## config.mk

```make
export PLATFORM = sky130hd
export DESIGN_NAME = mvu_top
export DESIGN_NICKNAME = d
export VERILOG_FILES = /design/src/verilog/mvu_pkg.sv /design/src/verilog/mvu_top.sv /design/src/verilog/mvu_quant_result.sv /design/src/verilog/mvu_bitserial_exec.sv /design/src/verilog/mvu_cfg_decode.sv
export VERILOG_INCLUDE_DIRS = /design/src /design/src/verilog
export SDC_FILE = /design/constraint.sdc
export NUM_CORES = 2
export LEC_CHECK = 0
export ABC_AREA = 1
export BUFFER_PORTS_ARGS = -buffer_cell sky130_fd_sc_hd__buf_2
export CAP_MARGIN = 25
export CORE_ASPECT_RATIO = 2
export CORE_MARGIN = 5
export CORE_UTILIZATION = 35
export CTS_BUF_LIST = sky130_fd_sc_hd__clkbuf_16
export DETAILED_ROUTE_END_ITERATION = 6
export SYNTH_ARGS = -nofsm -noshare
export SYNTH_HDL_FRONTEND = slang
export SYNTH_HIERARCHICAL = 1
export SYNTH_SLANG_ARGS = --single-unit
```

## constraint.sdc

```tcl
create_clock -name intf -period 6.3 [get_ports intf]
set_input_delay 1.26 -clock intf [delete_from_list [all_inputs] [get_ports intf]]
set_output_delay 1.26 -clock intf [all_outputs]
set_load 0.01 [all_outputs]
```

## src/verilog/mvu_settings.svh

```systemverilog
// Widths, buffer depth and AXI4-Lite address map of the vector MAC unit
// Register offsets are byte addresses and every access is one full 32-bit word
`ifndef MVU_SETTINGS_SVH
`define MVU_SETTINGS_SVH

// AXI4-Lite port
`define MVU_AXI_AW      8
`define MVU_AXI_DW      32

// Datapath
`define MVU_OPW         16      // Operand width per half word
`define MVU_PREC_W      4       // Precision fields hold length minus one
`define MVU_BUF_DEPTH   16
`define MVU_BUF_AW      4
`define MVU_SCALER_W    8
`define MVU_ACC_W       37      // 16 signed 32-bit products
`define MVU_PROD_W      45      // Accumulator times unsigned scaler
`define MVU_MSBIDX_W    6

// Register map
`define MVU_REG_CTRL    8'h00
`define MVU_REG_CFG     8'h04
`define MVU_REG_SCALER  8'h08
`define MVU_REG_STATUS  8'h0C
`define MVU_REG_RESULT  8'h10
`define MVU_BUF_BASE    8'h40   // One word per entry up to 0x7C

`endif
```

## src/verilog/mvu_pkg.sv

```systemverilog
// Shared types of the vector MAC unit
// Field widths come from the macros in mvu_settings.svh
`include "mvu_settings.svh"

package mvu_pkg;

    // One buffer entry
    typedef struct packed {
        logic [`MVU_OPW-1:0] wgt;   // Weight operand
        logic [`MVU_OPW-1:0] inp;   // Input operand
    } vec_word_t;

    // Job configuration word listed MSB first
    typedef struct packed {
        logic [3:0]               spare;
        logic [`MVU_PREC_W-1:0]   iprec;         // Input precision minus one
        logic [`MVU_PREC_W-1:0]   wprec;         // Weight precision minus one
        logic [`MVU_PREC_W-1:0]   oprec;         // Output precision minus one
        logic [`MVU_MSBIDX_W-1:0] quant_msbidx;  // Top bit kept by the quantizer
        logic [`MVU_BUF_AW-1:0]   base;          // First buffer entry
        logic [`MVU_BUF_AW-1:0]   len;           // Element count minus one
        logic                     i_signed;
        logic                     w_signed;
    } job_cfg_t;

    // A write-data word seen as a buffer entry or as a job config
    typedef union packed {
        logic [`MVU_AXI_DW-1:0] raw;
        vec_word_t              vec;
        job_cfg_t               cfg;
    } wdata_u;

    typedef logic signed [`MVU_ACC_W-1:0] acc_t;

    // Everything the datapath needs for one job
    typedef struct packed {
        job_cfg_t                 cfg;
        logic [`MVU_SCALER_W-1:0] scaler;
    } job_t;

endpackage

```

## src/verilog/mvu_top.sv

```systemverilog
// Vector MAC unit top level with its AXI4-Lite control port
// No wstrb input since only full-word writes are supported
`timescale 1ns/1ns
`include "mvu_settings.svh"

module mvu_top (
    input  logic                   intf,
    input  logic                   rst_n,
    input  logic [`MVU_AXI_AW-1:0] awaddr,
    input  logic                   awvalid,
    output logic                   awready,
    input  logic [`MVU_AXI_DW-1:0] wdata,
    input  logic                   wvalid,
    output logic                   wready,
    output logic                   bvalid,
    input  logic                   bready,
    output logic [1:0]             bresp,
    input  logic [`MVU_AXI_AW-1:0] araddr,
    input  logic                   arvalid,
    output logic                   arready,
    output logic                   rvalid,
    input  logic                   rready,
    output logic [`MVU_AXI_DW-1:0] rdata,
    output logic [1:0]             rresp
);

    logic                   start;
    mvu_pkg::job_t          job;
    mvu_pkg::vec_word_t     buf_word;
    logic [`MVU_BUF_AW-1:0] buf_addr;
    logic                   acc_valid;
    mvu_pkg::acc_t          sum;
    logic                   res_valid;
    logic [`MVU_AXI_DW-1:0] res_data;

    mvu_cfg_decode decode0 (
        .intf      (intf),
        .rst_n     (rst_n),
        .awaddr    (awaddr),
        .awvalid   (awvalid),
        .awready   (awready),
        .wdata     (wdata),
        .wvalid    (wvalid),
        .wready    (wready),
        .bvalid    (bvalid),
        .bready    (bready),
        .bresp     (bresp),
        .araddr    (araddr),
        .arvalid   (arvalid),
        .arready   (arready),
        .rvalid    (rvalid),
        .rready    (rready),
        .rdata     (rdata),
        .rresp     (rresp),
        .start     (start),
        .job       (job),
        .buf_word  (buf_word),
        .buf_addr  (buf_addr),
        .res_valid (res_valid),
        .res_data  (res_data)
    );

    mvu_bitserial_exec exec0 (
        .intf      (intf),
        .rst_n     (rst_n),
        .start     (start),
        .job       (job),
        .buf_word  (buf_word),
        .buf_addr  (buf_addr),
        .acc_valid (acc_valid),
        .sum       (sum)
    );

    mvu_quant_result result0 (
        .intf      (intf),
        .rst_n     (rst_n),
        .acc_valid (acc_valid),
        .sum       (sum),
        .job       (job),
        .res_valid (res_valid),
        .res_data  (res_data)
    );

endmodule

```

## src/verilog/mvu_quant_result.sv

```systemverilog
// Two-stage scale and quantize with res_valid two cycles after acc_valid
// Truncating quantizer with no saturation or rounding
`timescale 1ns/1ns
`include "mvu_settings.svh"

module mvu_quant_result (
    input  logic                   intf,
    input  logic                   rst_n,
    input  logic                   acc_valid,
    input  mvu_pkg::acc_t          sum,
    input  mvu_pkg::job_t          job,
    output logic                   res_valid,
    output logic [`MVU_AXI_DW-1:0] res_data
);

    logic                          mul_valid;
    logic signed [`MVU_PROD_W-1:0] sum_ext;
    logic signed [`MVU_PROD_W-1:0] scaler_ext;
    logic signed [`MVU_PROD_W-1:0] prod;
    logic [`MVU_OPW-1:0]           qbits;

    assign sum_ext    = `MVU_PROD_W'(sum);    // Sign extends
    assign scaler_ext = $signed({{(`MVU_PROD_W - `MVU_SCALER_W){1'b0}}, job.scaler});

    // Keep oprec+1 bits ending at quant_msbidx
    always_comb begin
        int src;
        qbits = '0;
        for (int k = 0; k < `MVU_OPW; k++) begin
            src = int'(job.cfg.quant_msbidx) - int'(job.cfg.oprec) + k;
            if (k <= int'(job.cfg.oprec)) begin
                if (src >= `MVU_PROD_W)
                    qbits[k] = prod[`MVU_PROD_W-1];   // Above the product reads as sign
                else if (src >= 0)
                    qbits[k] = prod[src];
            end
        end
    end

    always_ff @(posedge intf or negedge rst_n) begin
        if (!rst_n) begin
            mul_valid <= 1'b0;
            res_valid <= 1'b0;
        end else begin
            mul_valid <= acc_valid;
            res_valid <= mul_valid;
        end
    end

    always_ff @(posedge intf) begin
        if (acc_valid)
            prod <= sum_ext * scaler_ext;     // Fits since scaler is below 256
        if (mul_valid)
            res_data <= `MVU_AXI_DW'(qbits);
    end

endmodule

```

## src/verilog/mvu_bitserial_exec.sv

```systemverilog
// Bit-serial dot product over buffer entries base to base+len
// base+len must stay inside the buffer since the entry address wraps at the end
`timescale 1ns/1ns
`include "mvu_settings.svh"

module mvu_bitserial_exec (
    input  logic                   intf,
    input  logic                   rst_n,
    input  logic                   start,
    input  mvu_pkg::job_t          job,
    input  mvu_pkg::vec_word_t     buf_word,
    output logic [`MVU_BUF_AW-1:0] buf_addr,
    output logic                   acc_valid,
    output mvu_pkg::acc_t          sum
);

    // Issue stage
    logic                   run;
    logic [`MVU_BUF_AW-1:0] elem;
    logic [`MVU_PREC_W-1:0] wb;
    logic [`MVU_PREC_W-1:0] ib;
    logic                   last_pair;

    // Accumulate stage aligned with buf_word
    logic                   p1_valid;
    logic                   p1_last;
    logic [`MVU_PREC_W-1:0] p1_wb;
    logic [`MVU_PREC_W-1:0] p1_ib;
    logic                   p1_neg;
    logic                   bit_and;
    logic [`MVU_PREC_W:0]   shamt;
    mvu_pkg::acc_t          term;
    mvu_pkg::acc_t          acc;

    assign buf_addr  = job.cfg.base + elem;
    assign last_pair = (wb == job.cfg.wprec) && (ib == job.cfg.iprec);

    always_ff @(posedge intf or negedge rst_n) begin
        if (!rst_n) begin
            run       <= 1'b0;
            elem      <= '0;
            wb        <= '0;
            ib        <= '0;
            p1_valid  <= 1'b0;
            p1_last   <= 1'b0;
            p1_wb     <= '0;
            p1_ib     <= '0;
            acc_valid <= 1'b0;
        end else begin
            if (start) begin
                run  <= 1'b1;
                elem <= '0;
                wb   <= '0;
                ib   <= '0;
            end else if (run) begin
                // Input bit is the inner loop
                if (ib != job.cfg.iprec) begin
                    ib <= ib + 1'b1;
                end else begin
                    ib <= '0;
                    if (wb != job.cfg.wprec) begin
                        wb <= wb + 1'b1;
                    end else begin
                        wb   <= '0;
                        elem <= elem + 1'b1;
                        if (elem == job.cfg.len)
                            run <= 1'b0;
                    end
                end
            end
            p1_valid  <= run;
            p1_wb     <= wb;
            p1_ib     <= ib;
            p1_last   <= run && last_pair && (elem == job.cfg.len);
            acc_valid <= p1_valid && p1_last;     // Sum is final on this cycle
        end
    end

    assign bit_and = buf_word.wgt[p1_wb] & buf_word.inp[p1_ib];
    assign shamt   = {1'b0, p1_wb} + {1'b0, p1_ib};
    assign term    = mvu_pkg::acc_t'(bit_and) << shamt;

    // MSB plane of a signed operand weighs negative
    assign p1_neg = (job.cfg.w_signed && p1_wb == job.cfg.wprec) ^
                    (job.cfg.i_signed && p1_ib == job.cfg.iprec);

    always_ff @(posedge intf) begin
        if (start)
            acc <= '0;
        else if (p1_valid)
            acc <= p1_neg ? acc - term : acc + term;
    end

    assign sum = acc;

    a_elem_range: assert property (@(posedge intf) disable iff (!rst_n)
        run |-> ({1'b0, job.cfg.base} + {1'b0, elem}) < `MVU_BUF_DEPTH);
    a_acc_pulse: assert property (@(posedge intf) disable iff (!rst_n)
        acc_valid |=> !acc_valid);

endmodule

```

## src/verilog/mvu_cfg_decode.sv

```systemverilog
// AXI4-Lite slave with vector buffer, job registers and busy/irq status
// wstrb is not supported so every write replaces a whole word
`timescale 1ns/1ns
`include "mvu_settings.svh"

module mvu_cfg_decode (
    input  logic                     intf,
    input  logic                     rst_n,
    // AXI4-Lite slave
    input  logic [`MVU_AXI_AW-1:0]   awaddr,
    input  logic                     awvalid,
    output logic                     awready,
    input  logic [`MVU_AXI_DW-1:0]   wdata,
    input  logic                     wvalid,
    output logic                     wready,
    output logic                     bvalid,
    input  logic                     bready,
    output logic [1:0]               bresp,
    input  logic [`MVU_AXI_AW-1:0]   araddr,
    input  logic                     arvalid,
    output logic                     arready,
    output logic                     rvalid,
    input  logic                     rready,
    output logic [`MVU_AXI_DW-1:0]   rdata,
    output logic [1:0]               rresp,
    // Datapath side
    output logic                     start,
    output mvu_pkg::job_t            job,
    output mvu_pkg::vec_word_t       buf_word,
    input  logic [`MVU_BUF_AW-1:0]   buf_addr,
    input  logic                     res_valid,
    input  logic [`MVU_AXI_DW-1:0]   res_data
);

    mvu_pkg::vec_word_t       buf_mem [`MVU_BUF_DEPTH];
    mvu_pkg::job_cfg_t        cfg_q;
    logic [`MVU_SCALER_W-1:0] scaler_q;
    logic [`MVU_AXI_DW-1:0]   result_q;
    logic                     busy;
    logic                     irq;

    mvu_pkg::wdata_u          wd;
    logic                     wr_acc;
    logic                     wr_ok;
    logic                     wr_err;
    logic                     wr_is_buf;
    logic                     start_wr;
    logic                     ar_acc;
    logic                     rd_err;
    logic                     rd_is_buf;
    logic [`MVU_AXI_DW-1:0]   rd_val;

    assign wd.raw = wdata;

    // One write in flight at a time
    assign wr_acc  = awvalid && wvalid && !bvalid;
    assign awready = wr_acc;
    assign wready  = wr_acc;
    assign ar_acc  = arvalid && !rvalid;
    assign arready = !rvalid;

    assign wr_is_buf = (awaddr >= `MVU_BUF_BASE) &&
                       (awaddr < `MVU_BUF_BASE + 4 * `MVU_BUF_DEPTH);
    assign rd_is_buf = (araddr >= `MVU_BUF_BASE) &&
                       (araddr < `MVU_BUF_BASE + 4 * `MVU_BUF_DEPTH);

    always_comb begin
        case (awaddr)
            `MVU_REG_CTRL, `MVU_REG_CFG, `MVU_REG_SCALER: wr_err = busy;
            `MVU_REG_STATUS, `MVU_REG_RESULT:             wr_err = 1'b0;
            default:                                      wr_err = !wr_is_buf || busy;
        endcase
    end

    assign wr_ok    = wr_acc && !wr_err;
    assign start_wr = wr_ok && (awaddr == `MVU_REG_CTRL) && wd.raw[0];

    // Read mux returning zero on errors
    always_comb begin
        rd_err = 1'b0;
        rd_val = '0;
        case (araddr)
            `MVU_REG_CTRL:   rd_val = '0;
            `MVU_REG_CFG:    rd_val = cfg_q;
            `MVU_REG_SCALER: rd_val = `MVU_AXI_DW'(scaler_q);
            `MVU_REG_STATUS: rd_val = {30'b0, irq, busy};
            `MVU_REG_RESULT: rd_val = result_q;
            default: begin
                if (rd_is_buf)
                    rd_val = buf_mem[araddr[`MVU_BUF_AW+1:2]];
                else
                    rd_err = 1'b1;
            end
        endcase
    end

    // Buffer RAM with registered datapath read
    always_ff @(posedge intf) begin
        if (wr_ok && wr_is_buf)
            buf_mem[awaddr[`MVU_BUF_AW+1:2]] <= wd.vec;
        buf_word <= buf_mem[buf_addr];
    end

    always_ff @(posedge intf or negedge rst_n) begin
        if (!rst_n) begin
            bvalid   <= 1'b0;
            bresp    <= 2'b00;
            rvalid   <= 1'b0;
            rresp    <= 2'b00;
            rdata    <= '0;
            start    <= 1'b0;
            busy     <= 1'b0;
            irq      <= 1'b0;
            result_q <= '0;
            cfg_q    <= '0;
            scaler_q <= '0;
        end else begin
            start <= start_wr;

            if (wr_acc) begin
                bvalid <= 1'b1;
                bresp  <= wr_err ? 2'b10 : 2'b00;   // SLVERR or OKAY
            end else if (bready) begin
                bvalid <= 1'b0;
            end

            if (ar_acc) begin
                rvalid <= 1'b1;
                rdata  <= rd_val;
                rresp  <= rd_err ? 2'b10 : 2'b00;
            end else if (rready) begin
                rvalid <= 1'b0;
            end

            if (wr_ok && awaddr == `MVU_REG_CFG)
                cfg_q <= wd.cfg;
            if (wr_ok && awaddr == `MVU_REG_SCALER)
                scaler_q <= wd.raw[`MVU_SCALER_W-1:0];

            if (start_wr)
                busy <= 1'b1;
            else if (res_valid)
                busy <= 1'b0;

            // Setting wins over a clear in the same cycle
            if (res_valid) begin
                result_q <= res_data;
                irq      <= 1'b1;
            end else if (wr_ok && awaddr == `MVU_REG_STATUS && wd.raw[1]) begin
                irq <= 1'b0;
            end
        end
    end

    assign job.cfg    = cfg_q;
    assign job.scaler = scaler_q;

    a_bvalid_hold: assert property (@(posedge intf) disable iff (!rst_n)
        bvalid && !bready |=> bvalid && $stable(bresp));
    a_rvalid_hold: assert property (@(posedge intf) disable iff (!rst_n)
        rvalid && !rready |=> rvalid && $stable(rdata) && $stable(rresp));
    a_start_idle: assert property (@(posedge intf) disable iff (!rst_n)
        start |-> !$past(busy));

endmodule

```

* After elaboration in Yosys (flattened, before gate mapping)
Memories as Yosys holds them, arrays and structs flattened. A register that Yosys moved wholly into a read port is not among the register bits. Index checks and enable logic that the tools add are counted.
Word-level totals: register bits 221, latch bits 0, memory bits (writable) 512, ROM bits 0, input bits 55, output and inout bits 41, logic and storage cells 316, memories kept 1
Cells by class: $add $sub $neg 23, multiply operators 1, divide/modulo/power cells 0, $lt $le $gt $ge 69, equal/unequal tests 17, shift operators 1, multiplexer cells 118, bitwise operators 2, reduce and logical (&&, ||, !) cells 36
Memory list:
- decode0.buf_mem | depth 16, bits a word 32, read ports 2, clocked after Yosys merged registers in 1, write ports 1, line mvu_cfg_decode.sv:35 | mvu_pkg::vec_word_t buf_mem [`MVU_BUF_DEPTH];
Operators by type and width (number):
- $ge A32 B1 Y1 const B | 15
- $ge A32 B7 Y1 const B | 15
- $lt A32 B8 Y1 const B | 15
- $pmux W32 S5 | 1
- $bmux W1 S6 | 16
- $mux W1 | 83
- $add A7 B5 Y8 const B | 8
- $mul A37 B9 Y45 | 1
- $mux W4 | 11
- $add A37 B37 Y37 | 1
- $mux W37 | 1
- $shl A1 B5 Y37 | 1
- $sub A37 B37 Y37 | 1
- $add A7 B4 Y8 const B | 4
- $eq A8 B4 Y1 const B | 4
- $le A4 B4 Y1 const A | 8
- $mux W32 | 1
- $eq A4 B4 Y1 | 5
- $logic_and A1 B1 Y1 | 19
- $add A7 B3 Y8 const B | 2
- $eq A8 B3 Y1 const B | 2
- $eq A8 B5 Y1 const B | 2
- $ge A8 B7 Y1 const B | 2
- $le A3 B4 Y1 const A | 4
- other kinds (28) | 45

* Logic depth before layout (Yosys ltp)
depth after elaboration 11, depth in mapped cells 39, depth with buffers taken out 38

* Hierarchy
Netlist, hierarchy kept.
By module, submodules not included:
- mvu_cfg_decode | times used 1, cells each 3529, area each 31532.7 µm², sequential area each 18793.0 µm²
- mvu_quant_result | times used 1, cells each 2776, area each 18168.7 µm², sequential area each 1881.8 µm²
- mvu_bitserial_exec | times used 1, cells each 925, area each 6090.8 µm², sequential area each 1341.3 µm²

* Worst setup path before layout
No wires, ideal clock.
path kind register -> register, from register decode0.scaler_q[5], to register result0.prod[24], data pin, setup time 261 ps, arrival time 4551 ps, required time 6039 ps, path slack 1488 ps, cell stages (with the launch flop) 21, path buffers 2, clock period less this slack 4812 ps, cell sequence dfrtp_1 -> clkbuf_1 -> buf_1 -> nand2_1 -> fa_1 -> inv_1 -> fa_1 -> fa_1 -> inv_1 -> fa_1 -> inv_1 -> ha_1 -> a21oi_1 -> o21ai_1 -> a21oi_1 -> o21ai_2 -> nand2_1 -> nand2_1 -> nand2_1 -> nand2_1 -> xor2_1
Between the ends: cells in the longest elaborated chain, start to end 1
RTL lines:
- start, declared | line mvu_cfg_decode.sv:37 | logic [`MVU_SCALER_W-1:0] scaler_q;
- start signal, assigned | line mvu_cfg_decode.sv:138 | scaler_q <= wd.raw[`MVU_SCALER_W-1:0];
- $mul A37 B9 Y45 | line mvu_quant_result.sv:52 | prod <= sum_ext * scaler_ext;
- end signal, assigned | line mvu_quant_result.sv:52
- end, declared | line mvu_quant_result.sv:19 | logic signed [`MVU_PROD_W-1:0] prod;
No other way between the ends. A chain may end at the register's enable or synchronous reset.

* Final worst setup path
from register exec0.p1_wb[0], to register exec0.acc[33], in the netlist exec0/sum[33]
Between the ends: cells in the longest elaborated chain, start to end 6, elaborated cells on any way between the ends 11, classes of those cells add/sub (3); eq/ne (1); shift (1); mux (3); bitwise (2); reduce/logical (1)
RTL lines:
- start, declared | line mvu_bitserial_exec.sv:27 | logic [`MVU_PREC_W-1:0] p1_wb;
- start signal, assigned | line mvu_bitserial_exec.sv:72 | p1_wb <= wb;
- $bmux W1 S4 | line mvu_bitserial_exec.sv:79 | assign bit_and = buf_word.wgt[p1_wb] & buf_word.inp[p1_ib];
- $mux W1 (not written as such) | line mvu_bitserial_exec.sv:79
- $and A1 B1 Y1 | line mvu_bitserial_exec.sv:79
- $shl A1 B5 Y37 | line mvu_bitserial_exec.sv:81 | assign term = mvu_pkg::acc_t'(bit_and) << shamt;
- $add A37 B37 Y37 or $sub A37 B37 Y37 (tied branches) | line mvu_bitserial_exec.sv:91 | acc <= p1_neg ? acc - term : acc + term;
- $mux W37 (*) | line mvu_bitserial_exec.sv:91
- end signal, assigned | line mvu_bitserial_exec.sv:91
- end, declared | line mvu_bitserial_exec.sv:33 | mvu_pkg::acc_t acc;
Every way passes the cells marked *; elsewhere a longest branch is shown, timed or not. The select of a mux whose other input is x is not followed.

==> results.tsv <==
stage	metric	value	unit
power_and_ir_drop	combinational power share	6.7	%
cts	CTS sink count	779	
drt	WL final	211000	µm
sta	final hold viol count	0	
sta	Hold Slack	0.439	ns
placement	hpwl dp	146000	µm
logic_synthesis	register bit total from synthesis	779	
logic_synthesis	number of flops mapped to enable cells by yosys	573	
worst_setup_path	CP max-delay cell	dfrtp_1	
logic_synthesis	Synth Area in XOR/XNOR	2.08	%
floorplanning	die height	575	µm
worst_setup_path	buffer and inverter count on the worst path	4	
cts	CTS buffer count	73	
finish	final net count	7550	
logic_synthesis	Synth top area share	30.8	%
flow_run	max-cap check violation count	0	
floorplanning	area of the die	168000	µm²
floorplanning	Row Count	207	
finish	layout cells sized above 1	5.97	%
sta	Rel. slew slack	28.6	%
outcome	status	finished, violations left	
drt	DRC errors left	2	
logic_synthesis	Async SR Flop Fraction	17.6	%
cts	Worst-path clk slew	0.07	ns
logic_synthesis	Synth Flop Type	edfxtp_1	
power_and_ir_drop	VDD IR max	187	µV
outcome	failing checks	design-rule violations	
sta	Fmax achieved	171	MHz
cts	Clk Latency, worst-skew pair	0.68	ns
power_and_ir_drop	Net Sw Frac	25.4	%
finish	Core Util, Final	38.0	%
worst_setup_path	Arr. time, crit path	6.39	ns
placement	placed cell count	9118	
cts	CTS H-tree depth	3	
global_routing	total grt overflow	0	
floorplanning	core footprint	159000	µm²
drt	wire length per cell	22.8	µm
worst_setup_path	CP Launch Type	flop	
floorplanning	# IOs	96	
cts	Max clock buf depth	3	
logic_synthesis	largest area contributor in the netlist	edfxtp_1	
sta	Clock Skews	0.0280	ns
sta	Final min period	5.85	ns
worst_setup_path	Crit path max-delay family	compound AO/OA/AOI/OAI gates	
sta	RSZ-0062 raised after global routing	false	
logic_synthesis	Seq/Total Area, Yosys	39.5	%
logic_synthesis	Post-synth top cells	nand2_1 (2425), inv_1 (863), nor2_1 (574)	
logic_synthesis	Post-Synth Simple-Gate Area	27.1	%
sta	setup slack after layout	0.451	ns
cts	hold-fix buffers at CTS	0	
drt	vias post-DR	50300	
power_and_ir_drop	P_int	0.00814	W
placement	pre-CTS setup slack	0.484	ns
logic_synthesis	post-synthesis adder-cell area fraction	11.8	%
finish	Layout Area Growth over Synthesis	8.25	%
drt	vias per inst	5.43	
worst_setup_path	CP dominant cell by count	nand2_1	
logic_synthesis	synth warn	6	
power_and_ir_drop	Pwr Density	181	nW/µm²
power_and_ir_drop	Leakage	29.0	nW
power_and_ir_drop	Clock Power Share	41.9	%
sta	Setup violations, final	0	
logic_synthesis	Synth Area in Compound Gates	9.87	%
sta	Least-Margin Pin Slew	1.07	ns
global_routing	initial antenna violation count	8	
global_routing	first-pass GRT wire length	311000	µm
floorplanning	Starting Density	35.1	%
logic_synthesis	multiplexer share of the synthesized area	0	%
worst_setup_path	CP Data Required Time	6.84	ns
logic_synthesis	Mapped Area	55800	µm²
worst_setup_path	CP max FO	17	
power_and_ir_drop	power share of the sequential group	51.4	%
worst_setup_path	Crit. End Element	flop	
cts	CTS tree	built	
logic_synthesis	distinct cell type count after synthesis	67	
worst_setup_path	critical path type	reg2reg	
logic_synthesis	main combinational cell family by area after synthesis	simple AND/OR/NAND/NOR gates	
finish	fin cells	9265	
logic_synthesis	top-count cell post-synth	nand2_1	
logic_synthesis	top post-synthesis cells by area	edfxtp_1 (31%), nand2_1 (16%), fa_1 (8.3%), dfrtp_1 (6.1%), inv_1 (5.8%)	
global_routing	Total GRT Usage	24.3	%
drt	Pre-Repair DR Iteration Count	7	
drt	Routed Antenna Nets	0	
sta	Post-Route Setup TNS	0	ns
worst_setup_path	CP peak stage delay	0.52	ns
hold_path	Min-Delay Path Class	reg2reg	
global_routing	vias in the first global route	50400	
logic_synthesis	Synth Instances	7230	
cts	root buffer cell	clkbuf_16	
power_and_ir_drop	P_sw	0.00277	W
global_routing	pin count of the biggest net entering global routing	168	
sta	Final period util	92.8	%
placement	GPL Wtd Cong	0.950	
logic_synthesis	Post-Synthesis Mean Instance Area	7.72	µm²
floorplanning	Die X	292	µm
drt	Iter 0 DRT Violations	4500	
placement	# port buffers	93	
sta	Slew Viols, Final	0	
==> repair_timing <==
| item | CTS | global route |
|---|---|---|
| setup buffers | 0 | 0 |
| gates resized for setup | 0 | 1 |
| endpoints found under the setup margin | 0 | 1 |
==> registers in the layout, indices dropped and copies added, names as in the netlist, 8 cells and up <==
register,flops
exec0/sum,37
decode0/buf_word,32
decode0/rdata,32
decode0/result_q,32
decode0/scaler_q,8
decode0/job,32
result0/prod,45
decode0/buf_mem,512
result0/res_data,16
==> metal layers <==
layer / global-route usage, % / part of all wire (%) / up-vias
li1: - / - / 23000
met1: 25.0 / 33 / 24300
met2: 43.8 / 50 / 2250
met3: 2.50 / 5.9 / 740
met4: 20.4 / 10 / 2
met5: 0 / 0.0052 / -
==> metrics by stage <==
stage,area (µm²),total power [W]
3_5_place_dp,57900,0.00644
6_report,60400,0.0109
3_3_place_gp,57800,0.00643
2_1_floorplan,55900,0.00605
5_1_grt,60400,0.0112
4_1_cts,60300,0.0110
==> worst min-delay path: cells and delay by family (launching register included) <==
| family | cells | cell delay (ns) |
|---|---|---|
| simple gates | 1 | 0.05 |
| buf+inv | 1 | 0.04 |
| flops | 1 | 0.32 |
==> power groups by stage <==
stage | Combinational (W) | Sequential (W) | Clock (W)
global placement | 0.000709 | 0.00573 | 0
detailed placement | 0.000718 | 0.00572 | 0
finish | 0.000730 | 0.00561 | 0.00457
floorplan | 0.000340 | 0.00571 | 0
CTS | 0.000720 | 0.00561 | 0.00464
global route | 0.000776 | 0.00561 | 0.00483
==> logic make-up after synthesis <==
family	Yosys count
compound gates	955
fa+ha+maj	390
simple gates	3688
flops	779
xor+xnor	128
other cells	2
buf+inv	1288
==> cell usage in the layout, fill, tap and decap left out, types with 29 or more instances in the layout <==
cell type / n
dfxtp_1: 69
buf_2: 90
o211ai_1: 65
nand2_2: 29
o21ai_1: 37
a21oi_1: 201
xnor2_1: 45
fa_1: 230
xor2_1: 77
nor2_1: 570
o221ai_1: 73
buf_4: 77
nand3_1: 464
nand2_1: 2425
edfxtp_1: 573
clkbuf_16: 75
o21ai_0: 461
dfrtp_1: 135
nor3_1: 31
ha_1: 159
nand4_1: 94
inv_1: 871
==> area by class of cell <==
type                       count  area, µm²
sequential                   779      22000
fill                       16200      98400
timing repair buffer         186       1400
multi-input combinational   5179      28600
inverter                     886       3350
antenna                        9       22.5
clock inverter                61        523
clock buffer                  75       1880
tap                         2090       2620
==> final timing paths <==
check	start	to	slack [ns]	depth (start not counted)
max in group asynchronous	rst_n	exec0/acc_valid$_DFF_PN0_	4.49	2
max reg2reg	exec0/p1_wb[0]$_DFF_PN0_	exec0/sum[33]$_SDFFE_PP0P_	0.45	27
max	exec0/p1_wb[0]$_DFF_PN0_	exec0/sum[33]$_SDFFE_PP0P_	0.45	27
min reg2reg	exec0/p1_last$_DFF_PN0_	exec0/acc_valid$_DFF_PN0_	0.44	2
min in group asynchronous	rst_n	decode0/result_q[9]$_DFFE_PN0P_	0.61	1
min	exec0/p1_last$_DFF_PN0_	exec0/acc_valid$_DFF_PN0_	0.44	2
Note: power is estimated with default switching activity, not from simulation.
